<file path="config.mk">
export PLATFORM = sky130hd
export DESIGN_NAME = fruit_placer
export DESIGN_NICKNAME = d
export VERILOG_FILES = /design/src/game_pkg.sv /design/src/video_pkg.sv /design/src/fruit_placer.sv
export SDC_FILE = /design/constraint.sdc
export NUM_CORES = 1
export LEC_CHECK = 0
export ABC_AREA = 0
export BUFFER_PORTS_ARGS = -buffer_cell sky130_fd_sc_hd__clkbuf_2
export CORE_UTILIZATION = 45
export DETAILED_ROUTE_END_ITERATION = 7
export GPL_TIMING_DRIVEN = 0
export PLACE_DENSITY = 0.77
export SYNTH_ARGS = -nofsm -noshare
export SYNTH_HDL_FRONTEND = slang
export SYNTH_SLANG_ARGS = --single-unit
</file>
<file path="constraint.sdc">
create_clock -name clk -period 1.63 [get_ports clk]
set_clock_uncertainty 0.05 [all_clocks]
set_input_delay 0.0815 -clock clk [delete_from_list [all_inputs] [get_ports clk]]
set_output_delay 0.0815 -clock clk [all_outputs]
set_load 0.02 [all_outputs]
</file>
<file path="src/game_pkg.sv">
package game_pkg;

    // playfield
    localparam int grid_w = 16;
    localparam int grid_h = 16;
    localparam int max_cells = grid_w * grid_h;

    // snake and fruit start state
    localparam int start_len = 4;
    localparam int start_x = 8;       // head cell, body trails left
    localparam int start_y = 8;
    localparam int fruit_start_x = 12;
    localparam int fruit_start_y = 8;

    // tilt magnitude below this is ignored
    localparam int deadzone = 2;

    // fruit LFSR seeds
    localparam logic [7:0] lfsr_seed_reset = 8'hA5;
    localparam logic [7:0] lfsr_seed_restart = 8'h5A;
    localparam logic [7:0] lfsr_lockup_fill = 8'h1D;  // replaces the all-zero state

    typedef logic [15:0] bcd_score_t;  // four BCD digits
    localparam bcd_score_t score_max = 16'h9999;

    typedef enum logic [1:0] {
        dir_up    = 2'd0,
        dir_right = 2'd1,
        dir_down  = 2'd2,
        dir_left  = 2'd3
    } dir_t;

    typedef struct packed {
        logic [3:0] x;
        logic [3:0] y;
    } cell_t;

    typedef struct packed {
        cell_t      head;
        logic [8:0] length;
        logic       game_over;
    } snake_view_t;

endpackage

</file>
<file path="src/video_pkg.sv">
package video_pkg;

    // first visible pixel of the 640x480 area
    localparam int h_visible_start = 144;
    localparam int v_visible_start = 35;

    // pixels per grid cell
    localparam int cell_w = 40;
    localparam int cell_h = 30;

    // 4:4:4 colours
    localparam logic [11:0] color_black = 12'h000;
    localparam logic [11:0] color_background = 12'h118;
    localparam logic [11:0] color_grid = 12'h333;
    localparam logic [11:0] color_head = 12'h0F0;
    localparam logic [11:0] color_body = 12'h0C8;
    localparam logic [11:0] color_fruit = 12'hF00;
    localparam logic [11:0] color_game_over = 12'hF44;

    // accelerometer word, steering view
    typedef struct packed {
        logic signed [4:0] tilt_v;
        logic signed [4:0] tilt_h;
        logic [4:0]        z;
    } acl_axes_t;

    // same word, low byte seeds the fruit LFSR
    typedef struct packed {
        logic [6:0] filler;
        logic [7:0] seed;
    } acl_seed_t;

    typedef union packed {
        acl_axes_t axes;
        acl_seed_t raw;
    } acl_word_u;

endpackage

</file>
<file path="src/fruit_placer.sv">
`timescale 1ns/100ps

module fruit_placer (
    input  logic                 clk,
    input  logic                 rst,
    input  logic                 restart,
    input  video_pkg::acl_word_u acl,
    input  logic                 step_tick,
    input  logic                 step_tick_seen,   // eaten pulse from the engine
    input  logic                 game_over,
    input  logic                 occupied,         // candidate lies on the snake
    output game_pkg::cell_t      fruit,
    output logic                 fruit_pending,
    output game_pkg::cell_t      candidate
);
    import game_pkg::*;

    logic [7:0] lfsr;

    function automatic logic [7:0] lfsr_next(logic [7:0] state);
        logic [7:0] nxt;
        nxt = {state[6:0], state[7] ^ state[5] ^ state[4] ^ state[3]};
        if (nxt == 8'h00) nxt = lfsr_lockup_fill;
        return nxt;
    endfunction

    assign candidate = cell_t'{x: lfsr[3:0], y: lfsr[7:4]};

    always_ff @(posedge clk) begin
        if (rst) begin
            lfsr          <= (acl.raw.seed != 8'h00) ? acl.raw.seed : lfsr_seed_reset;
            fruit         <= cell_t'{x: 4'(fruit_start_x), y: 4'(fruit_start_y)};
            fruit_pending <= 1'b0;
        end else if (restart) begin
            lfsr          <= lfsr_next((acl.raw.seed != 8'h00) ? acl.raw.seed
                                                               : lfsr_seed_restart);
            fruit_pending <= 1'b1;
        end else begin
            if (step_tick_seen) fruit_pending <= 1'b1;
            if (fruit_pending && !game_over) begin
                if (!occupied) begin
                    fruit         <= candidate;
                    fruit_pending <= 1'b0;
                end
                lfsr <= lfsr_next(lfsr);      // redraw every clock
            end else if (step_tick && !game_over) begin
                lfsr <= lfsr_next(lfsr);
            end
        end
    end

    a_lfsr_live: assert property (@(posedge clk) disable iff (rst) lfsr != 8'h00);

endmodule

</file>
Word level (Yosys, flattened, before mapping)
Cells that the tools add are included.
{ "op_classes": {"n_mux": 12, "bitwise_logic": 8, "n_reduce_logical": 8} }
{ "op_table": {"columns": ["cell", "n"], "rows": [
  ["8-bit two-way mux", 8],
  ["8-bit logical NOT", 2],
  ["8-bit nonzero test", 1],
  ["1-bit bitwise XOR", 6],
  ["1-bit two-way mux", 4],
  ["4-bit nonzero test", 1],
  ["3-bit AND reduction", 1],
  ["1-bit logical AND", 2],
  ["1-bit NOT", 2],
  ["1-bit logical NOT", 1]
]} }
{ "word_totals": {"reg_bits": 17, "inputBits": 22, "output_inout_bits": 17} }

Depth between registers and ports, before layout
Gate-level depths: netlist of the first run.
{ "logic_depth": {"ltp_word": 9, "ltp_mapped": 5, "mapped_depth_nobuf": 4} }

Worst setup path before layout of the first run
Ideal clock, no wire load.
{ "synth_path": {"kind": "register -> register", "start": "register fruit_pending", "end": "register lfsr[0], enable pin", "arrival_ns": 1.152, "required_ns": 1.196, "slack_ns": 0.044, "stages_incl_launch_ff": 3, "n_path_buf": 0, "period_less_slack_ns": 1.586, "cell_sequence": "dfxtp_1 nor2_1 o21ai_0"} }
{ "synth_via": {"elab_chain_cells": 2} }
{ "synth_lines": {"columns": ["item", "line_no", "rtl"], "rows": [
  ["start, declared", "fruit_placer.sv:13", "output logic fruit_pending,"],
  ["start signal, assigned", "fruit_placer.sv:33", "fruit_pending <= 1'b0;"],
  ["start signal, assigned", "fruit_placer.sv:37", "fruit_pending <= 1'b1;"],
  ["start signal, assigned", "fruit_placer.sv:39", "if (step_tick_seen) fruit_pending <= 1'b1;"],
  ["1-bit logical AND", "fruit_placer.sv:40", "if (fruit_pending && !game_over) begin"],
  ["4-bit nonzero test (no source line)", null, null],
  ["end signal, assigned", "fruit_placer.sv:35", "lfsr <= lfsr_next((acl.raw.seed != 8'h00) ? acl.raw.seed"],
  ["end signal, assigned", "fruit_placer.sv:45", "lfsr <= lfsr_next(lfsr);"],
  ["end signal, assigned", "fruit_placer.sv:47", "lfsr <= lfsr_next(lfsr);"],
  ["end, declared", "fruit_placer.sv:18", "logic [7:0] lfsr;"]
]} }
Every way passes these cells.
A chain may end at the register's enable or synchronous reset.

Final worst setup path of the first run
{ "layout_path": {"start": "register lfsr[4]", "end": "register lfsr[4] (data pin)"} }
{ "layout_via": {"elab_chain_cells": 8} }
{ "layout_lines": {"columns": ["item", "line_no", "rtl"], "rows": [
  ["start signal, assigned", "fruit_placer.sv:31", "lfsr <= (acl.raw.seed != 8'h00) ? acl.raw.seed : lfsr_seed_reset;"],
  ["start signal, assigned", "fruit_placer.sv:35", null],
  ["start signal, assigned", "fruit_placer.sv:45", null],
  ["1-bit bitwise XOR (2 in series)", "fruit_placer.sv:22", "nxt = {state[6:0], state[7] ^ state[5] ^ state[4] ^ state[3]};"],
  ["8-bit logical NOT *", "fruit_placer.sv:23", "if (nxt == 8'h00) nxt = lfsr_lockup_fill;"],
  ["8-bit two-way mux *", "fruit_placer.sv:23", null],
  ["8-bit two-way mux", "fruit_placer.sv:46", "end else if (step_tick && !game_over) begin"],
  ["8-bit two-way mux *", "fruit_placer.sv:40", null],
  ["8-bit two-way mux *", "fruit_placer.sv:34", "end else if (restart) begin"],
  ["8-bit two-way mux *", "fruit_placer.sv:30", "if (rst) begin"]
]} }
Mark *: on every way between the ends. The rest lies on a longest branch, timed or not. The select of a mux whose other input is x is not followed.

==> impl_metrics.json, run 1 <==
{
  "status": "finished clean",
  "overflow": 0,
  "vias": 782,
  "hold_path_depth": 3,
  "rr_startpoint": "lfsr[4]",
  "antenna_found_initial": 0,
  "critical-path-max-stage-delay_ns": 0.49,
  "netlist_area_um2": 876,
  "ys_seq_elements": 17,
  "viasPerCell": 5.47,
  "holdWs_ns": 0.0151,
  "finalWirelength_um": 1990,
  "max_freq_ghz": 0.635,
  "switchingPower_mw": 0.294,
  "power_frac_seq_pct": 53.6,
  "cts.path.max_buffers": 2,
  "ant_nets": 0,
  "crit_buf_inv": 0,
  "core_mm2": 0.00178,
  "cts.sinks": 17,
  "synth_top_cell_by_area": "edfxtp_1",
  "grt_pass1_vias": 690,
  "place_ws_ns": -0.202,
  "endpoint_kind": "flip-flop",
  "port-buffer-count": 30,
  "worstSkewPairLatency_ns": 0.29,
  "r2r_cells": 4,
  "cts_setup_buffers": 0,
  "grtUsageTotal_pct": 21.7,
  "clockPowerShare_pct": 23.7,
  "crit_chain": "xnor2_1 > xnor2_2 > o21ai_2 > o221a_1",
  "critPathTopFamily": "flip-flops",
  "intPower_mw": 0.670,
  "arrival_ns": 1.58,
  "swShare_pct": 30.5,
  "min-delay-start": "step_tick_seen",
  "area_delta_synth_final_pct": 24.6,
  "crit_fanout": 5,
  "timing.final.ws_setup_ns": 0.0540,
  "power_density_mw_per_mm2": 884,
  "die_width_um": 46.1,
  "first_pass_iters": 4,
  "syn_avg_cell_area_um2": 10.4,
  "cp-startpoint": "lfsr[4]",
  "fin_setup_tns_ns": 0,
  "drc": 0,
  "yosys_warnings": 0,
  "dieArea_mm2": 0.00213,
  "cts_tree": "yes",
  "yosys.area.top_type_share_pct": 27.4,
  "fin_crit_sh_pct": 96.7,
  "rsz0062_at_grt": "no",
  "holdPathEnd": "fruit_pending",
  "htree_num_levels": 1,
  "combPwrFrac_pct": 22.7,
  "drive_gt1_share_pct": 34.7,
  "yosysUniqueCellTypes": 29,
  "start_util_pct": 49.1,
  "synth_seq_area_share_pct": 48.0,
  "maxSlewHeadroom_pct": 47.6,
  "drtIter0Drc": 18,
  "synthCells": 84,
  "final_util_pct": 61.2,
  "r2r_setup_slack_ns": 0.05,
  "hold_viol_final": 0,
  "crit_cells": 4,
  "p_leak_nw": 0.444,
  "cts_hold_buf": 0,
  "maxCapViolations": 0,
  "r2r_end": "lfsr[4]",
  "pin_count": 39,
  "num_rows": 15,
  "period_minus_slack_ns": 1.58,
  "cts_buffers": 3,
  "peakVddDrop_uv": 649,
  "required_ns": 1.64,
  "post_drt_wl_per_cell_um": 13.9,
  "place_congestion": 0.788,
  "crit_type": "flip-flop to flip-flop",
  "crit_path_start_kind": "flip-flop",
  "grt_pass1_wl_um": 3160,
  "cpMaxStageDelayCell": "edfxtp_1",
  "final_net_count": 141,
  "syn_nets": 106,
  "setup_viol": 0,
  "slew_viol_final": 0,
  "grt_max_degree": 11,
  "worstMarginPinSlew_ns": 0.780,
  "hpwl_um": 1490,
  "die-height_um": 46.1,
  "antenna_cells": 0,
  "synth.area.top_cells": "edfxtp_1 (27%), dfxtp_1 (21%), mux2i_1 (11%)",
  "clock-root-buffer": "clkbuf_4",
  "hold_class": "primary input to flip-flop",
  "clkSlewWorstSetupHoldPaths_ns": 0.10
}
[worst min-delay path, cell delays in order]
cell and delay, ns:
clkbuf_2 0.08, nor3_1 0.03, nor3_1 0.12
[stage by stage]
stage | std cells | instance area [um^2] | power (mW)
after floorplan | 84 | 876 | 0.654
after global placement | 139 | 1060 | 0.730
after detailed placement | 139 | 1060 | 0.736
after CTS | 143 | 1080 | 0.955
after global routing | 143 | 1090 | 1.01
final | 143 | 1090 | 0.964
[worst max-delay path by stage]
stage,to
after floorplan,lfsr[0]
after global placement,lfsr[2]
after detailed placement,lfsr[0]
after CTS,lfsr[4]
after global routing,lfsr[4]
final,lfsr[4]
[sequential cells by signal, summed over array words and instances, names as in the netlist]
name and count:
lfsr 8, fruit 8, fruit_pending 1
[layout make-up]
type | instances | area, um^2
buffer | 4 | 21.3
clock buffer | 4 | 26.3
fill | 154 | 692
inverter | 2 | 7.51
multi-input combinational | 61 | 434
sequential | 17 | 420
tap | 25 | 31.3
timing repair buffer | 30 | 150
[routing by layer]
metal	up-vias	GRT usage (%)	routed length, um	share of wire (%)
met2	34	33.8	904	45
met4	0	11.2	58	2.9
met1	365	27.8	912	46
met5	-	0	0	0
li1	376	-	-	-
met3	7	5.10	115	5.8
[timing repair]
item,in CTS,in global routing
gates resized for setup,1,1
gates cloned,0,0
pin swaps,1,0
setup endpoints to repair,9,3
[cell usage after synthesis]
master,number
a21oi_1,2
clkinv_1,1
inv_1,1
nand3_1,1
buf_2,2
a2bb2oi_1,1
buf_4,1
nor4_2,1
clkbuf_1,1
nor4_1,1
o21ai_0,4
nand3b_1,2
o221a_1,2
xnor2_1,3
nor4b_1,1
nor4_4,1
o21ai_2,1
nor2_1,10
a211oi_1,2
nor3_1,4
dfxtp_1,9
and3_1,1
edfxtp_1,8
nand2_1,7
mux2i_1,10
nand2_2,1
o22a_1,2
xor2_1,3
a31oi_1,1
[power by group through the flow]
| stage | logic [mW] | registers, mW | clock network, mW |
|---|---|---|---|
| final | 0.218 | 0.517 | 0.229 |
| after global routing | 0.238 | 0.523 | 0.250 |
| after CTS | 0.211 | 0.518 | 0.226 |
| after detailed placement | 0.209 | 0.527 | 0 |
| after global placement | 0.205 | 0.525 | 0 |
| after floorplan | 0.0976 | 0.557 | 0 |
[cells by family after synthesis]
family	after synthesis	share of synthesized area, %
XOR/XNOR	6	6.00
flip-flops	17	48.0
AND/OR/NAND/NOR	30	18.9
multiplexers	10	11.4
AO/OA/AOI/OAI	15	12.4
buffers and inverters	6	3.28
[cells in the final DEF, fill, tap and decap left out, types with 2 or more instances in the layout]
master	instances
clkbuf_2	30
nand2_1	7
clkbuf_1	2
a21oi_1	2
edfxtp_1	8
nor2_1	10
o21ai_0	3
o221a_1	2
a211oi_1	2
xnor2_1	2
clkbuf_4	3
nor3_1	4
mux2i_1	10
nand3b_1	2
buf_2	2
xor2_1	3
dfxtp_1	9
o22a_1	2
No activity file was read; power rests on OpenSTA's default activity.
==> run 2, diff against run 1 <==
CORE_UTILIZATION = 47   (was 45)
PLACE_DENSITY = 0.8   (was 0.77)
clock period = 2 ns   (was 1.63 ns; I/O delays follow)
==> run 2 against run 1 <==
Against the previous run:
- final area down 0.69%
- worst hold slack better by 0.026 ns
- routed wire length up 1.9%
- critical path depth down 2
- critical endpoint unchanged
- highest routed layer unchanged
==> impl_metrics.json, run 2 (same netlist as run 1, synthesis figures left out) <==
{
  "cts.path.max_buffers": 2,
  "cts_setup_buffers": 0,
  "post_drt_wl_per_cell_um": 14.2,
  "pin_count": 39,
  "placedCellCount": 139,
  "die-height_um": 45.2,
  "worstSkewPairLatency_ns": 0.29,
  "crit_fanout": 8,
  "status": "finished clean",
  "crit_cells": 2,
  "drtIter0Drc": 24,
  "power_density_mw_per_mm2": 715,
  "place_congestion": 0.871,
  "cp-startpoint": "fruit_pending",
  "maxCapViolations": 0,
  "setup_viol": 0,
  "combPwrFrac_pct": 22.0,
  "cts_tree": "yes",
  "maxSlewHeadroom_pct": 13.8,
  "hpwl_um": 1460,
  "endpoint_kind": "flip-flop",
  "crit_buf_inv": 0,
  "clkSlewWorstSetupHoldPaths_ns": 0.09,
  "crit_chain": "nor2_1 > o21ai_0",
  "worstMarginPinSlew_ns": 1.28,
  "grtUsageTotal_pct": 22.4,
  "post_cts_resized": 0,
  "area_delta_synth_final_pct": 23.7,
  "viasPerCell": 5.50,
  "min-delay-start": "step_tick_seen",
  "p_leak_nw": 0.438,
  "peakVddDrop_uv": 397,
  "arrival_ns": 1.70,
  "place_area_mm2": 0.00106,
  "clock-root-buffer": "clkbuf_4",
  "clockPowerShare_pct": 23.6,
  "max_freq_ghz": 0.543,
  "grt_max_degree": 11,
  "stdcell_area_mm2": 0.00108,
  "cts_hold_buf": 0,
  "mostFrequentLayoutCell": "clkbuf_2",
  "crit_type": "flip-flop to flip-flop",
  "die_width_um": 45.2,
  "largestRegisters": "fruit x8, lfsr x8, fruit_pending x1",
  "swShare_pct": 30.1,
  "hold_class": "primary input to flip-flop",
  "finalWirelength_um": 2030,
  "cts.sinks": 17,
  "critPathTopFamily": "compound AO/OA/AOI/OAI gates",
  "drive_gt1_share_pct": 33.9,
  "hold_path_depth": 3,
  "critical-path-max-stage-delay_ns": 0.98,
  "dieArea_mm2": 0.00204,
  "rr_startpoint": "fruit_pending",
  "switchingPower_mw": 0.233,
  "fin_setup_tns_ns": 0,
  "intPower_mw": 0.541,
  "rsz0062_at_grt": "no",
  "start_util_pct": 50.2,
  "hold_viol_final": 0,
  "core_mm2": 0.00175,
  "antenna_cells": 0,
  "ant_nets": 0,
  "grt_pass1_wl_um": 3220,
  "slew_viol_final": 0,
  "antenna_found_initial": 0,
  "grt_pass1_vias": 711,
  "crit_path_start_kind": "flip-flop",
  "htree_num_levels": 1,
  "power_frac_seq_pct": 54.4,
  "final_net_count": 141,
  "period_minus_slack_ns": 1.84,
  "cpMaxStageDelayCell": "o21ai_0",
  "num_rows": 15,
  "overflow": 0,
  "cts_buffers": 3,
  "vias": 787,
  "first_pass_iters": 4,
  "required_ns": 1.86,
  "fin_cells": 143,
  "layout_common_cells": "clkbuf_2 (30), nor2_1 (10), mux2i_1 (10)",
  "fin_crit_sh_pct": 92.0,
  "r2r_cells": 2,
  "port-buffer-count": 30,
  "drc": 0
}
[run 2: cell counts in the layout (fill, tap and decap cells not counted)]
Identical to the previous run, type by type.
[run 2: worst paths after layout]
path,endpoint,slack (ns)
max,lfsr[4],0.16
min reg2reg,fruit[7],0.43
max reg2reg,lfsr[4],0.16
min,fruit_pending,0.04
[run 2: final cells by class]
type,instances,area (um^2)
timing repair buffer,30,150
sequential,17,420
multi-input combinational,61,427
inverter,2,7.51
fill,173,662
buffer,4,21.3
tap,25,31.3
clock buffer,4,26.3
[run 2: routing by layer]
layer	GRT usage [%]	up-vias	part of all wire [%]	wire [um]
met1	27.8	361	44	898
met2	37.7	42	45	918
met4	9.09	0	2.8	56
met5	0	-	0	0
met3	4.80	7	7.5	153
li1	-	377	-	-
[run 2: through the flow]
step,total power [mW],hold slack [ns],setup WS [ns],utilization (%)
after global placement,0.594,0.314,0.250,60.6
final,0.774,0.0406,0.160,62.1
after global routing,0.813,0.0659,0.0273,62.1
after CTS,0.779,0.0568,0.132,62.1
after floorplan,0.533,0.220,0.414,-
after detailed placement,0.598,0.364,0.159,60.6
[run 2: power groups by stage]
stage | Combinational [mW] | Clock, mW | Sequential (mW)
4_1_cts | 0.171 | 0.187 | 0.421
3_5_place_dp | 0.169 | 0 | 0.429
5_1_grt | 0.187 | 0.202 | 0.424
3_3_place_gp | 0.167 | 0 | 0.427
2_1_floorplan | 0.0796 | 0 | 0.454
6_report | 0.171 | 0.183 | 0.421
[run 2: worst register-to-register path, delay by kind of cell, from the launching register on]
family           cells  cell delay, ns
AND/OR/NAND/NOR      1            0.06
AO/OA/AOI/OAI        1            0.98
flip-flops           1            0.37
