==> config.mk <==
export PLATFORM = sky130hd
export DESIGN_NAME = tilt_steer
export DESIGN_NICKNAME = d
export VERILOG_FILES = /design/src/game_pkg.sv /design/src/video_pkg.sv /design/src/tilt_steer.sv
export SDC_FILE = /design/constraint.sdc
export NUM_CORES = 1
export LEC_CHECK = 0
export BUFFER_PORTS_ARGS = -buffer_cell sky130_fd_sc_hd__buf_4
export CAP_MARGIN = 20
export CORE_MARGIN = 2
export CORE_UTILIZATION = 33
export CTS_CLUSTER_SIZE = 20
export DETAILED_ROUTE_END_ITERATION = 10
export PLACE_DENSITY = 0.57
export SYNTH_ARGS = -nofsm -noshare
export SYNTH_HDL_FRONTEND = slang
export SYNTH_SLANG_ARGS = --single-unit
==> constraint.sdc <==
create_clock -name clk -period 4.9 [get_ports clk]
set_clock_uncertainty 0.05 [all_clocks]
set_input_delay 0.735 -clock clk [delete_from_list [all_inputs] [get_ports clk]]
set_output_delay 0.735 -clock clk [all_outputs]
set_load 0.01 [all_outputs]
==> src/game_pkg.sv <==
package game_pkg;

    // playfield
    localparam int grid_w = 16;
    localparam int grid_h = 16;
    localparam int max_cells = grid_w * grid_h;

    // snake and fruit start state
    localparam int start_len = 4;
    localparam int start_x = 8;       // head cell, body trails left
    localparam int start_y = 8;
    localparam int fruit_start_x = 12;
    localparam int fruit_start_y = 8;

    // tilt magnitude below this is ignored
    localparam int deadzone = 2;

    // fruit LFSR seeds
    localparam logic [7:0] lfsr_seed_reset = 8'hA5;
    localparam logic [7:0] lfsr_seed_restart = 8'h5A;
    localparam logic [7:0] lfsr_lockup_fill = 8'h1D;  // replaces the all-zero state

    typedef logic [15:0] bcd_score_t;  // four BCD digits
    localparam bcd_score_t score_max = 16'h9999;

    typedef enum logic [1:0] {
        dir_up    = 2'd0,
        dir_right = 2'd1,
        dir_down  = 2'd2,
        dir_left  = 2'd3
    } dir_t;

    typedef struct packed {
        logic [3:0] x;
        logic [3:0] y;
    } cell_t;

    typedef struct packed {
        cell_t      head;
        logic [8:0] length;
        logic       game_over;
    } snake_view_t;

endpackage

==> src/video_pkg.sv <==
package video_pkg;

    // first visible pixel of the 640x480 area
    localparam int h_visible_start = 144;
    localparam int v_visible_start = 35;

    // pixels per grid cell
    localparam int cell_w = 40;
    localparam int cell_h = 30;

    // 4:4:4 colours
    localparam logic [11:0] color_black = 12'h000;
    localparam logic [11:0] color_background = 12'h118;
    localparam logic [11:0] color_grid = 12'h333;
    localparam logic [11:0] color_head = 12'h0F0;
    localparam logic [11:0] color_body = 12'h0C8;
    localparam logic [11:0] color_fruit = 12'hF00;
    localparam logic [11:0] color_game_over = 12'hF44;

    // accelerometer word, steering view
    typedef struct packed {
        logic signed [4:0] tilt_v;
        logic signed [4:0] tilt_h;
        logic [4:0]        z;
    } acl_axes_t;

    // same word, low byte seeds the fruit LFSR
    typedef struct packed {
        logic [6:0] filler;
        logic [7:0] seed;
    } acl_seed_t;

    typedef union packed {
        acl_axes_t axes;
        acl_seed_t raw;
    } acl_word_u;

endpackage

==> src/tilt_steer.sv <==
`timescale 1ns/100ps

module tilt_steer (
    input  logic                 clk,
    input  logic                 rst,
    input  logic                 button,
    input  video_pkg::acl_word_u acl,
    input  game_pkg::dir_t       dir_current,
    output logic                 restart,       // one-cycle pulse
    output game_pkg::dir_t       dir_request
);
    import game_pkg::*;

    logic              btn_meta;
    logic              btn_sync;
    logic              btn_prev;
    logic signed [5:0] tilt_v;
    logic signed [5:0] tilt_h;
    logic [5:0]        mag_v;
    logic [5:0]        mag_h;
    logic              h_valid;
    logic              v_valid;
    logic              pick_h;
    dir_t              cand_dir;
    logic              opposite;

    always_ff @(posedge clk) begin
        if (rst) begin
            btn_meta <= 1'b0;
            btn_sync <= 1'b0;
            btn_prev <= 1'b0;
            restart  <= 1'b0;
        end else begin
            btn_meta <= button;                  // async input
            btn_sync <= btn_meta;
            btn_prev <= btn_sync;
            restart  <= btn_sync & ~btn_prev;    // rising edge
        end
    end

    assign tilt_v = $signed(acl.axes.tilt_v);
    assign tilt_h = $signed(acl.axes.tilt_h);
    assign mag_v  = tilt_v[5] ? 6'(-tilt_v) : 6'(tilt_v);
    assign mag_h  = tilt_h[5] ? 6'(-tilt_h) : 6'(tilt_h);

    assign h_valid = mag_h >= 6'(deadzone);
    assign v_valid = mag_v >= 6'(deadzone);
    assign pick_h  = h_valid && (mag_h >= mag_v || !v_valid);  // ties go horizontal

    // negative tilt means right / up on this board
    assign cand_dir = pick_h ? (tilt_h[5] ? dir_right : dir_left)
                             : (tilt_v[5] ? dir_up : dir_down);

    // opposite codes differ only in bit 1
    assign opposite = (cand_dir ^ dir_current) == 2'b10;

    always_ff @(posedge clk) begin
        if (rst || restart) begin
            dir_request <= dir_right;
        end else if ((h_valid || v_valid) && !opposite) begin
            dir_request <= cand_dir;
        end
    end

endmodule

# After elaboration in Yosys (flattened, before gate mapping)
# Cells that the tools add are included.
# Widths: inputs -> output; s select.
op_classes:
  addsub: 2
  order_cmp: 3
  eq_ne: 1
  mux: 5
  bitwise: 3
  reduce_logical: 7
op_table:
  columns: ["operator", "count"]
  rows:
  - ["$ge 6x2->1 const B", 2]
  - ["$mux 6", 2]
  - ["$neg 5->6", 2]
  - ["$ge 6x6->1", 1]
  - ["$mux 2", 3]
  - ["$logic_or 1x1->1", 3]
  - ["$eq 2x2->1 const B", 1]
  - ["$logic_and 1x1->1", 2]
  - ["$logic_not 1->1", 2]
  - ["$xor 2x2->2", 1]
  - ["$and 1x1->1", 1]
  - ["$not 1->1", 1]
word_totals:
  ff_bits: 6
  input_bits: 20

# Longest topological paths before layout
# Gate-level depths: netlist (run 1).
depth:
  word_depth: 11
  depth_mapped: 11
  depth_no_buf: 11

# Worst setup path before layout (run 1)
# No wires, ideal clock.
synth_path:
  path_type: "input-to-reg"
  start: "in acl[5] (netlist name)"
  end: "reg dir_request[1]"
  setup_time_ps: 116
  arrival_ps: 2639
  t_required_ps: 4734
  path_slack_ps: 2095
  cell_stages: 11
  cell_sequence: "inv_1 ha_1 nand2b_1 xnor2_1 ha_1 a21o_1 a31oi_1 o21ai_0 a211o_1 and4b_2 a31o_2"
synth_via:
  elab_chain_len: 10
  elab_cells_between_ends: 12
  classes_between: "add/sub (1); order compare (2); eq/ne (1); mux (2); bitwise (1); reduce/logical (5)"
synth_lines:
  columns: ["element", "line_no", "source"]
  rows:
  - ["from (decl)", "tilt_steer.sv:7", "input video_pkg::acl_word_u acl,"]
  - ["$neg 5->6", "tilt_steer.sv:44", "assign mag_h = tilt_h[5] ? 6'(-tilt_h) : 6'(tilt_h);"]
  - ["$mux 6 (*)", "tilt_steer.sv:44", null]
  - ["$ge 6x6->1", "tilt_steer.sv:48", "assign pick_h = h_valid && (mag_h >= mag_v || !v_valid);"]
  - ["$logic_or 1x1->1", "tilt_steer.sv:48", null]
  - ["$logic_and 1x1->1", "tilt_steer.sv:48", null]
  - ["$mux 2", "tilt_steer.sv:51", "assign cand_dir = pick_h ? (tilt_h[5] ? dir_right : dir_left)"]
  - ["$xor 2x2->2", "tilt_steer.sv:55", "assign opposite = (cand_dir ^ dir_current) == 2'b10;"]
  - ["$eq 2x2->1", "tilt_steer.sv:55", null]
  - ["$logic_not 1->1", "tilt_steer.sv:60", "end else if ((h_valid || v_valid) && !opposite) begin"]
  - ["$logic_and 1x1->1", "tilt_steer.sv:60", null]
  - ["to (signal assigned)", "tilt_steer.sv:59", "dir_request <= dir_right;"]
  - ["to (signal assigned)", "tilt_steer.sv:61", "dir_request <= cand_dir;"]
  - ["to (decl)", "tilt_steer.sv:10", "output game_pkg::dir_t dir_request"]
# Every way passes the cells marked *; elsewhere a longest branch is shown, timed or not.
# A chain may end at the register's enable or synchronous reset.

# Worst setup path in the final report (run 1)
layout_path:
  start: "in acl[5] (netlist name)"
  end: "reg dir_request[0]"
# The elaborated chain is that of the path after synthesis.

==> flow_metrics.py, run 1 <==
metrics = {
    "run_status": {
        "outcome": "finished clean",
    },
    "timing": {
        "tns_ns": 0,
        "setup_violations": 0,
        "min_period_over_period_pct": 58.1,
        "timing.fmax_mhz": 351,
        "period_needed_ns": 2.85,
        "hold_slack_ns": 0.329,
        "rsz0062_at_grt": "no",
        "final-hold-violation-count": 0,
        "drv_slew": 0,
    },
    "logic_synthesis": {
        "ys_seq_area_share_pct": 20.6,
        "post-synth-top-area-cell": "dfxtp_1",
        "yosysMostFrequentCell": "ha_1",
        "synth_edf_count": 0,
        "syn_inst": 66,
        "ys_dominant_reg_cell": "dfxtp_1",
        "post_synth.cell_area_avg_sq_um": 8.82,
        "yosysUniqueCellTypes": 31,
        "synthArstFlopShare_pct": 0,
        "synth_top_area_share_pct": 20.6,
        "synth_common_cells": "ha_1 (8), dfxtp_1 (6), inv_1 (5), nor2b_1 (5), xnor2_1 (4)",
        "syn-num-nets": 94,
        "synth.cell_area_sq_um": 582,
        "ys_ff_latch": 6,
        "yosys_warnings": 0,
        "synth_area_leaders": "dfxtp_1 (21%), ha_1 (17%), xnor2_1 (6.0%), nor2b_1 (5.4%), o31ai_4 (3.7%)",
    },
    "place": {
        "place.gp.congestion": 0.670,
        "io_buffers": 17,
        "dp_cells": 99,
        "dpl.hpwl_microns": 902,
        "placed_cell_area_sq_um": 727,
    },
    "clocking": {
        "cts_root_buf": "clkbuf_4",
        "hold_buffers": 0,
        "clock_sinks": 6,
        "insertion_delay_ns": 0.24,
        "htree_levels": 1,
        "cts_resized": 0,
        "tritoncts": "done",
        "clk_pin_slew_worst_paths_ns": 0.04,
        "clockBufferDepth": 2,
        "numCtsBuffers": 3,
        "post_cts_buffers": 0,
    },
    "route": {
        "drt_iter0_drc": 1,
        "drc": 0,
        "dr.pass1.iters": 2,
        "routed_wl_microns": 1030,
        "drtAntennaViolNets": 0,
        "vias": 500,
        "avgViaCountPerCell": 4.90,
        "wire_per_inst_microns": 10.1,
    },
    "grt": {
        "grt_usage_pct": 12.3,
        "grt_max_degree": 10,
        "antenna_found_initial": 0,
        "overflow": 0,
        "grt_pass1_wl_microns": 1840,
        "grt_pass1_vias": 486,
    },
    "power": {
        "seq_power_share_pct": 33.6,
        "intPower_uw": 116,
        "p_comb_share_pct": 39.7,
        "p_leak_uw": 0.000375,
        "ir_worst_vdd_v": 0.000173,
        "clockPowerShare_pct": 26.6,
        "swShare_pct": 28.6,
        "power.density_nw_per_um2": 217,
        "p_sw_uw": 46.6,
    },
    "floorplanning": {
        "io_pins": 23,
        "row_count": 15,
        "fp.dieW_microns": 46.0,
        "core_area_sq_um": 1690,
        "initial_core_util_pct": 34.4,
        "die-area_sq_um": 2120,
        "dieHeight_microns": 46.0,
    },
    "worst_setup_path": {
        "path_common_cell": "ha_1",
        "crit_type": "input port to flip-flop",
        "critical_path.max_stage_delay_ns": 0.40,
        "crit_required_ns": 4.97,
        "timing.rr.start": "restart",
        "reg2reg_depth": 3,
        "r2r_slack_ns": 3.92,
        "worstSetupEndpointType": "flip-flop",
        "crit_chain": "buf_4, inv_1, ha_1, nand2b_1, xnor2_1, ha_1, a21o_1, a31oi_1, o21ai_0, a211o_1, a2111o_1",
        "critPathArrivalTime_ns": 2.92,
        "cp-start-kind": "input port",
        "cp-startpoint": "acl[5]",
        "cp_num_buf_inv": 2,
        "cp_top_family": "compound AO/OA/AOI/OAI gates",
        "crit_cells": 11,
        "reg2reg_to": "dir_request[1]",
        "endpoint": "dir_request[0]",
        "cpMaxStageDelayCell": "a2111o_1",
        "worst-path-max-fanout": 3,
    },
    "flow_run": {
        "maxCapViolations": 0,
    },
    "cells_and_area": {
        "stdcell_area_sq_um": 749,
        "area_growth_pct": 28.8,
        "layout.cells.non_filler": 102,
        "nets": 115,
        "diodes": 0,
        "drive_gt1_share_pct": 28.2,
        "n_fill_cell": 167,
    },
    "hold_path": {
        "whs_path_depth": 1,
        "min_path_type": "flip-flop to flip-flop",
    },
}
## area by class of cell
| class | instances | area (sq um) | area share, % |
|---|---|---|---|
| flip-flops and latches | 6 | 120 | 16.0 |
| inverters | 5 | 18.8 | 2.50 |
| multi-input cells | 54 | 439 | 58.6 |
| repair buffers | 17 | 128 | 17.0 |
| clock buffers | 3 | 22.5 | 3.01 |
| well taps | 17 | 21.3 | 2.84 |
## state kept, by name, indices dropped and copies added, names as in the netlist
signal       flops
btn_meta         1
dir_request      2
btn_prev         1
btn_sync         1
restart          1
## worst register-to-register path: cells and delay by family, from the launching register on
| family | cells | cell delay (ns) |
|---|---|---|
| AND/OR/NAND/NOR | 2 | 0.28 |
| AO/OA/AOI/OAI | 1 | 0.20 |
| flip-flops | 1 | 0.34 |
## metrics by stage
| step | utilization [%] | total power, uW | worst slack (ns) |
|---|---|---|---|
| 2_1_floorplan | - | 97.3 | 2.09 |
| 3_3_place_gp | 43.0 | 120 | 1.79 |
| 3_5_place_dp | 43.0 | 121 | 1.77 |
| 4_1_cts | 44.4 | 167 | 2.02 |
| 5_1_grt | 44.4 | 177 | 1.84 |
| 6_report | 44.4 | 163 | 2.05 |
## power by group through the flow
stage | registers, uW | logic, uW | clock network [uW]
6_report | 54.8 | 64.8 | 43.4
5_1_grt | 55.1 | 74.3 | 47.9
4_1_cts | 54.8 | 65.9 | 46.1
3_5_place_dp | 55.7 | 65.6 | 0
3_3_place_gp | 55.6 | 64.5 | 0
2_1_floorplan | 56.9 | 40.5 | 0
## layer usage
layer,up-vias,share of wire (%),global-route usage [%]
met2,10,51,20.8
li1,274,-,-
met1,212,42,13.5
met4,0,3.2,10.3
met3,4,3.9,1.19
met5,-,0,0
## cell families after synthesis
| kind of cell | share of synthesized area, % |
|---|---|
| compound gates | 21.1 |
| xor+xnor | 9.03 |
| fa+ha+maj | 17.2 |
| buf+inv | 3.87 |
| flops | 20.6 |
| mux | 3.44 |
| other cells | 1.29 |
| simple gates | 23.4 |
## worst min-delay path by stage
stage	to	from	slack, ns
after CTS	restart	btn_prev	0.33
after global routing	restart	btn_prev	0.34
after global placement	restart	btn_prev	0.32
after floorplan	restart	btn_prev	0.32
after detailed placement	restart	btn_prev	0.32
final	restart	btn_prev	0.33
## cells in the final DEF (no fill, tap or decap), types with 3 or more instances in the layout
cell type  Yosys  final
nand2b_1       3      3
xnor2_1        4      4
nor2b_1        5      5
clkbuf_4       0      3
nand2_1        3      3
buf_4          0     17
nor2_1         3      3
ha_1           8      8
inv_1          5      5
dfxtp_1        6      6
Power figures use the tool's default switching activity.
==> inputs of run 2 (changes only) <==
--- a/config.mk
+++ b/config.mk
@@ -11,7 +11,7 @@
 export CORE_UTILIZATION = 33
 export CTS_CLUSTER_SIZE = 20
 export DETAILED_ROUTE_END_ITERATION = 10
-export PLACE_DENSITY = 0.57
+export PLACE_DENSITY = 0.59
 export SYNTH_ARGS = -nofsm -noshare
 export SYNTH_HDL_FRONTEND = slang
 export SYNTH_SLANG_ARGS = --single-unit
==> constraint.sdc (replaced) <==
create_clock -name clk -period 2.6 [get_ports clk]
set_clock_uncertainty 0.05 [all_clocks]
set_input_delay 0.39 -clock clk [delete_from_list [all_inputs] [get_ports clk]]
set_output_delay 0.39 -clock clk [all_outputs]
set_load 0.01 [all_outputs]
==> flow_metrics.py, run 2 (synthesis results as in run 1) <==
metrics = {
    "run_status": {
        "outcome": "finished clean",
    },
    "cells_and_area": {
        "largest_reg_flops": 2,
        "multi_input_area_sq_um": 447,
        "diodes": 0,
        "layout.cells.non_filler": 109,
        "nets": 122,
        "seq_area_sq_um": 120,
        "stdcell_area_sq_um": 810,
        "drive_gt1_share_pct": 34.8,
        "n_fill_cell": 175,
        "final_cell_mix": "buf_4 (24), ha_1 (8), dfxtp_1 (6)",
        "area_growth_pct": 39.1,
        "top_register": "dir_request",
        "final_common_cell": "buf_4",
    },
    "route": {
        "vias": 523,
        "avgViaCountPerCell": 4.80,
        "drtAntennaViolNets": 0,
        "wire_per_inst_microns": 10.2,
        "drt_iter0_drc": 3,
        "drc": 0,
        "routed_wl_microns": 1110,
        "dr.pass1.iters": 3,
    },
    "clocking": {
        "numCtsBuffers": 3,
        "clockBufferDepth": 2,
        "clk_pin_slew_worst_paths_ns": 0.04,
        "htree_levels": 1,
        "clock_sinks": 6,
        "insertion_delay_ns": 0.24,
        "tritoncts": "done",
        "cts_root_buf": "clkbuf_4",
    },
    "worst_setup_path": {
        "crit_required_ns": 2.66,
        "critPathArrivalTime_ns": 2.50,
        "cpMaxStageDelayCell": "a2111o_1",
        "worst-path-max-fanout": 3,
        "worstSetupEndpointType": "flip-flop",
        "crit_type": "input port to flip-flop",
        "crit_chain": "buf_4, inv_1, ha_1, nand2b_1, xnor2_2, ha_1, a21o_1, a31oi_1, o21ai_1, a211o_1, a2111o_1",
        "cp-start-kind": "input port",
        "path_common_cell": "ha_1",
        "critical_path.max_stage_delay_ns": 0.42,
    },
    "timing": {
        "setup_violations": 0,
        "rsz0062_at_grt": "no",
        "hold_slack_ns": 0.301,
        "drv_slew": 0,
        "timing.fmax_mhz": 410,
        "min_period_over_period_pct": 93.8,
        "final-hold-violation-count": 0,
        "period_needed_ns": 2.44,
        "worst_slack_ns": 0.161,
    },
    "floorplanning": {
        "row_count": 15,
        "dieHeight_microns": 46.0,
        "io_pins": 23,
        "die-area_sq_um": 2120,
        "core_area_sq_um": 1690,
        "fp.dieW_microns": 46.0,
        "initial_core_util_pct": 34.4,
    },
    "power": {
        "clockPowerShare_pct": 25.5,
        "power.density_nw_per_um2": 395,
        "p_leak_uw": 0.000415,
        "seq_power_share_pct": 32.4,
        "p_comb_share_pct": 42.1,
        "intPower_uw": 229,
        "ir_worst_vdd_v": 0.000290,
        "p_sw_uw": 90.9,
        "swShare_pct": 28.4,
    },
    "grt": {
        "grt_pass1_wl_microns": 1770,
        "grt_pass1_vias": 476,
        "grt_max_degree": 10,
        "grt_usage_pct": 11.8,
        "overflow": 0,
        "antenna_found_initial": 0,
    },
    "place": {
        "io_buffers": 17,
        "dpl.hpwl_microns": 958,
        "placed_cell_area_sq_um": 779,
        "place.gp.congestion": 0.681,
        "post-place-ws_ns": -0.141,
        "dp_cells": 106,
    },
    "flow_run": {
        "maxCapViolations": 0,
    },
    "hold_path": {
        "min_path_type": "input port to flip-flop",
    },
}
==> run 2: stage by stage <==
stage          TNS (ns)  power (uW)  utilization (%)
6_report              0         319             47.9
5_1_grt               0         348             47.9
4_1_cts               0         324             47.5
3_5_place_dp     -0.257         238             46.1
3_3_place_gp     -0.269         235             46.1
2_1_floorplan         0         183                -
==> run 2: what timing repair did <==
item	CTS	global route
setup endpoints to repair	0	2
gates resized for setup	0	2
buffers inserted	0	0
hold buffers	0	0
==> run 2: final timing paths <==
| kind | from | depth (start not counted) | to | slack, ns |
|---|---|---|---|---|
| hold / removal | rst | 2 | btn_meta | 0.30 |
| setup reg to reg | restart | 3 | dir_request[1] | 1.62 |
| hold reg to reg | btn_prev | 1 | restart | 0.34 |
| setup / recovery | acl[5] | 11 | dir_request[0] | 0.16 |
==> run 2: cell type report <==
type                       count  share of cell area [%]
timing repair buffer          24                    22.3
tap                           17                    2.63
multi-input combinational     54                    55.2
clock buffer                   3                    2.78
sequential                     6                    14.8
inverter                       5                    2.32
==> run 2: power by group through the flow <==
stage / Clock [uW] / Sequential (uW) / Combinational (uW)
floorplan: 0 / 107 / 76.2
global placement: 0 / 105 / 130
detailed placement: 0 / 105 / 133
CTS: 87.4 / 104 / 133
global route: 91.6 / 104 / 152
finish: 81.6 / 103 / 135
==> run 2: critical path, delay by kind of cell <==
kind | cells | cell delay, ns
AO/OA/AOI/OAI | 5 | 1.16
XOR/XNOR | 1 | 0.15
adder cells (fa/ha/maj) | 2 | 0.50
buffers and inverters | 2 | 0.14
AND/OR/NAND/NOR | 1 | 0.17
==> run 2: layer usage <==
metal	GRT usage, %	wire length [microns]	part of all wire, %
met1	11.1	465	42
met2	22.8	599	54
met3	2.38	42	3.8
met4	6.86	0	0
met5	0	0	0
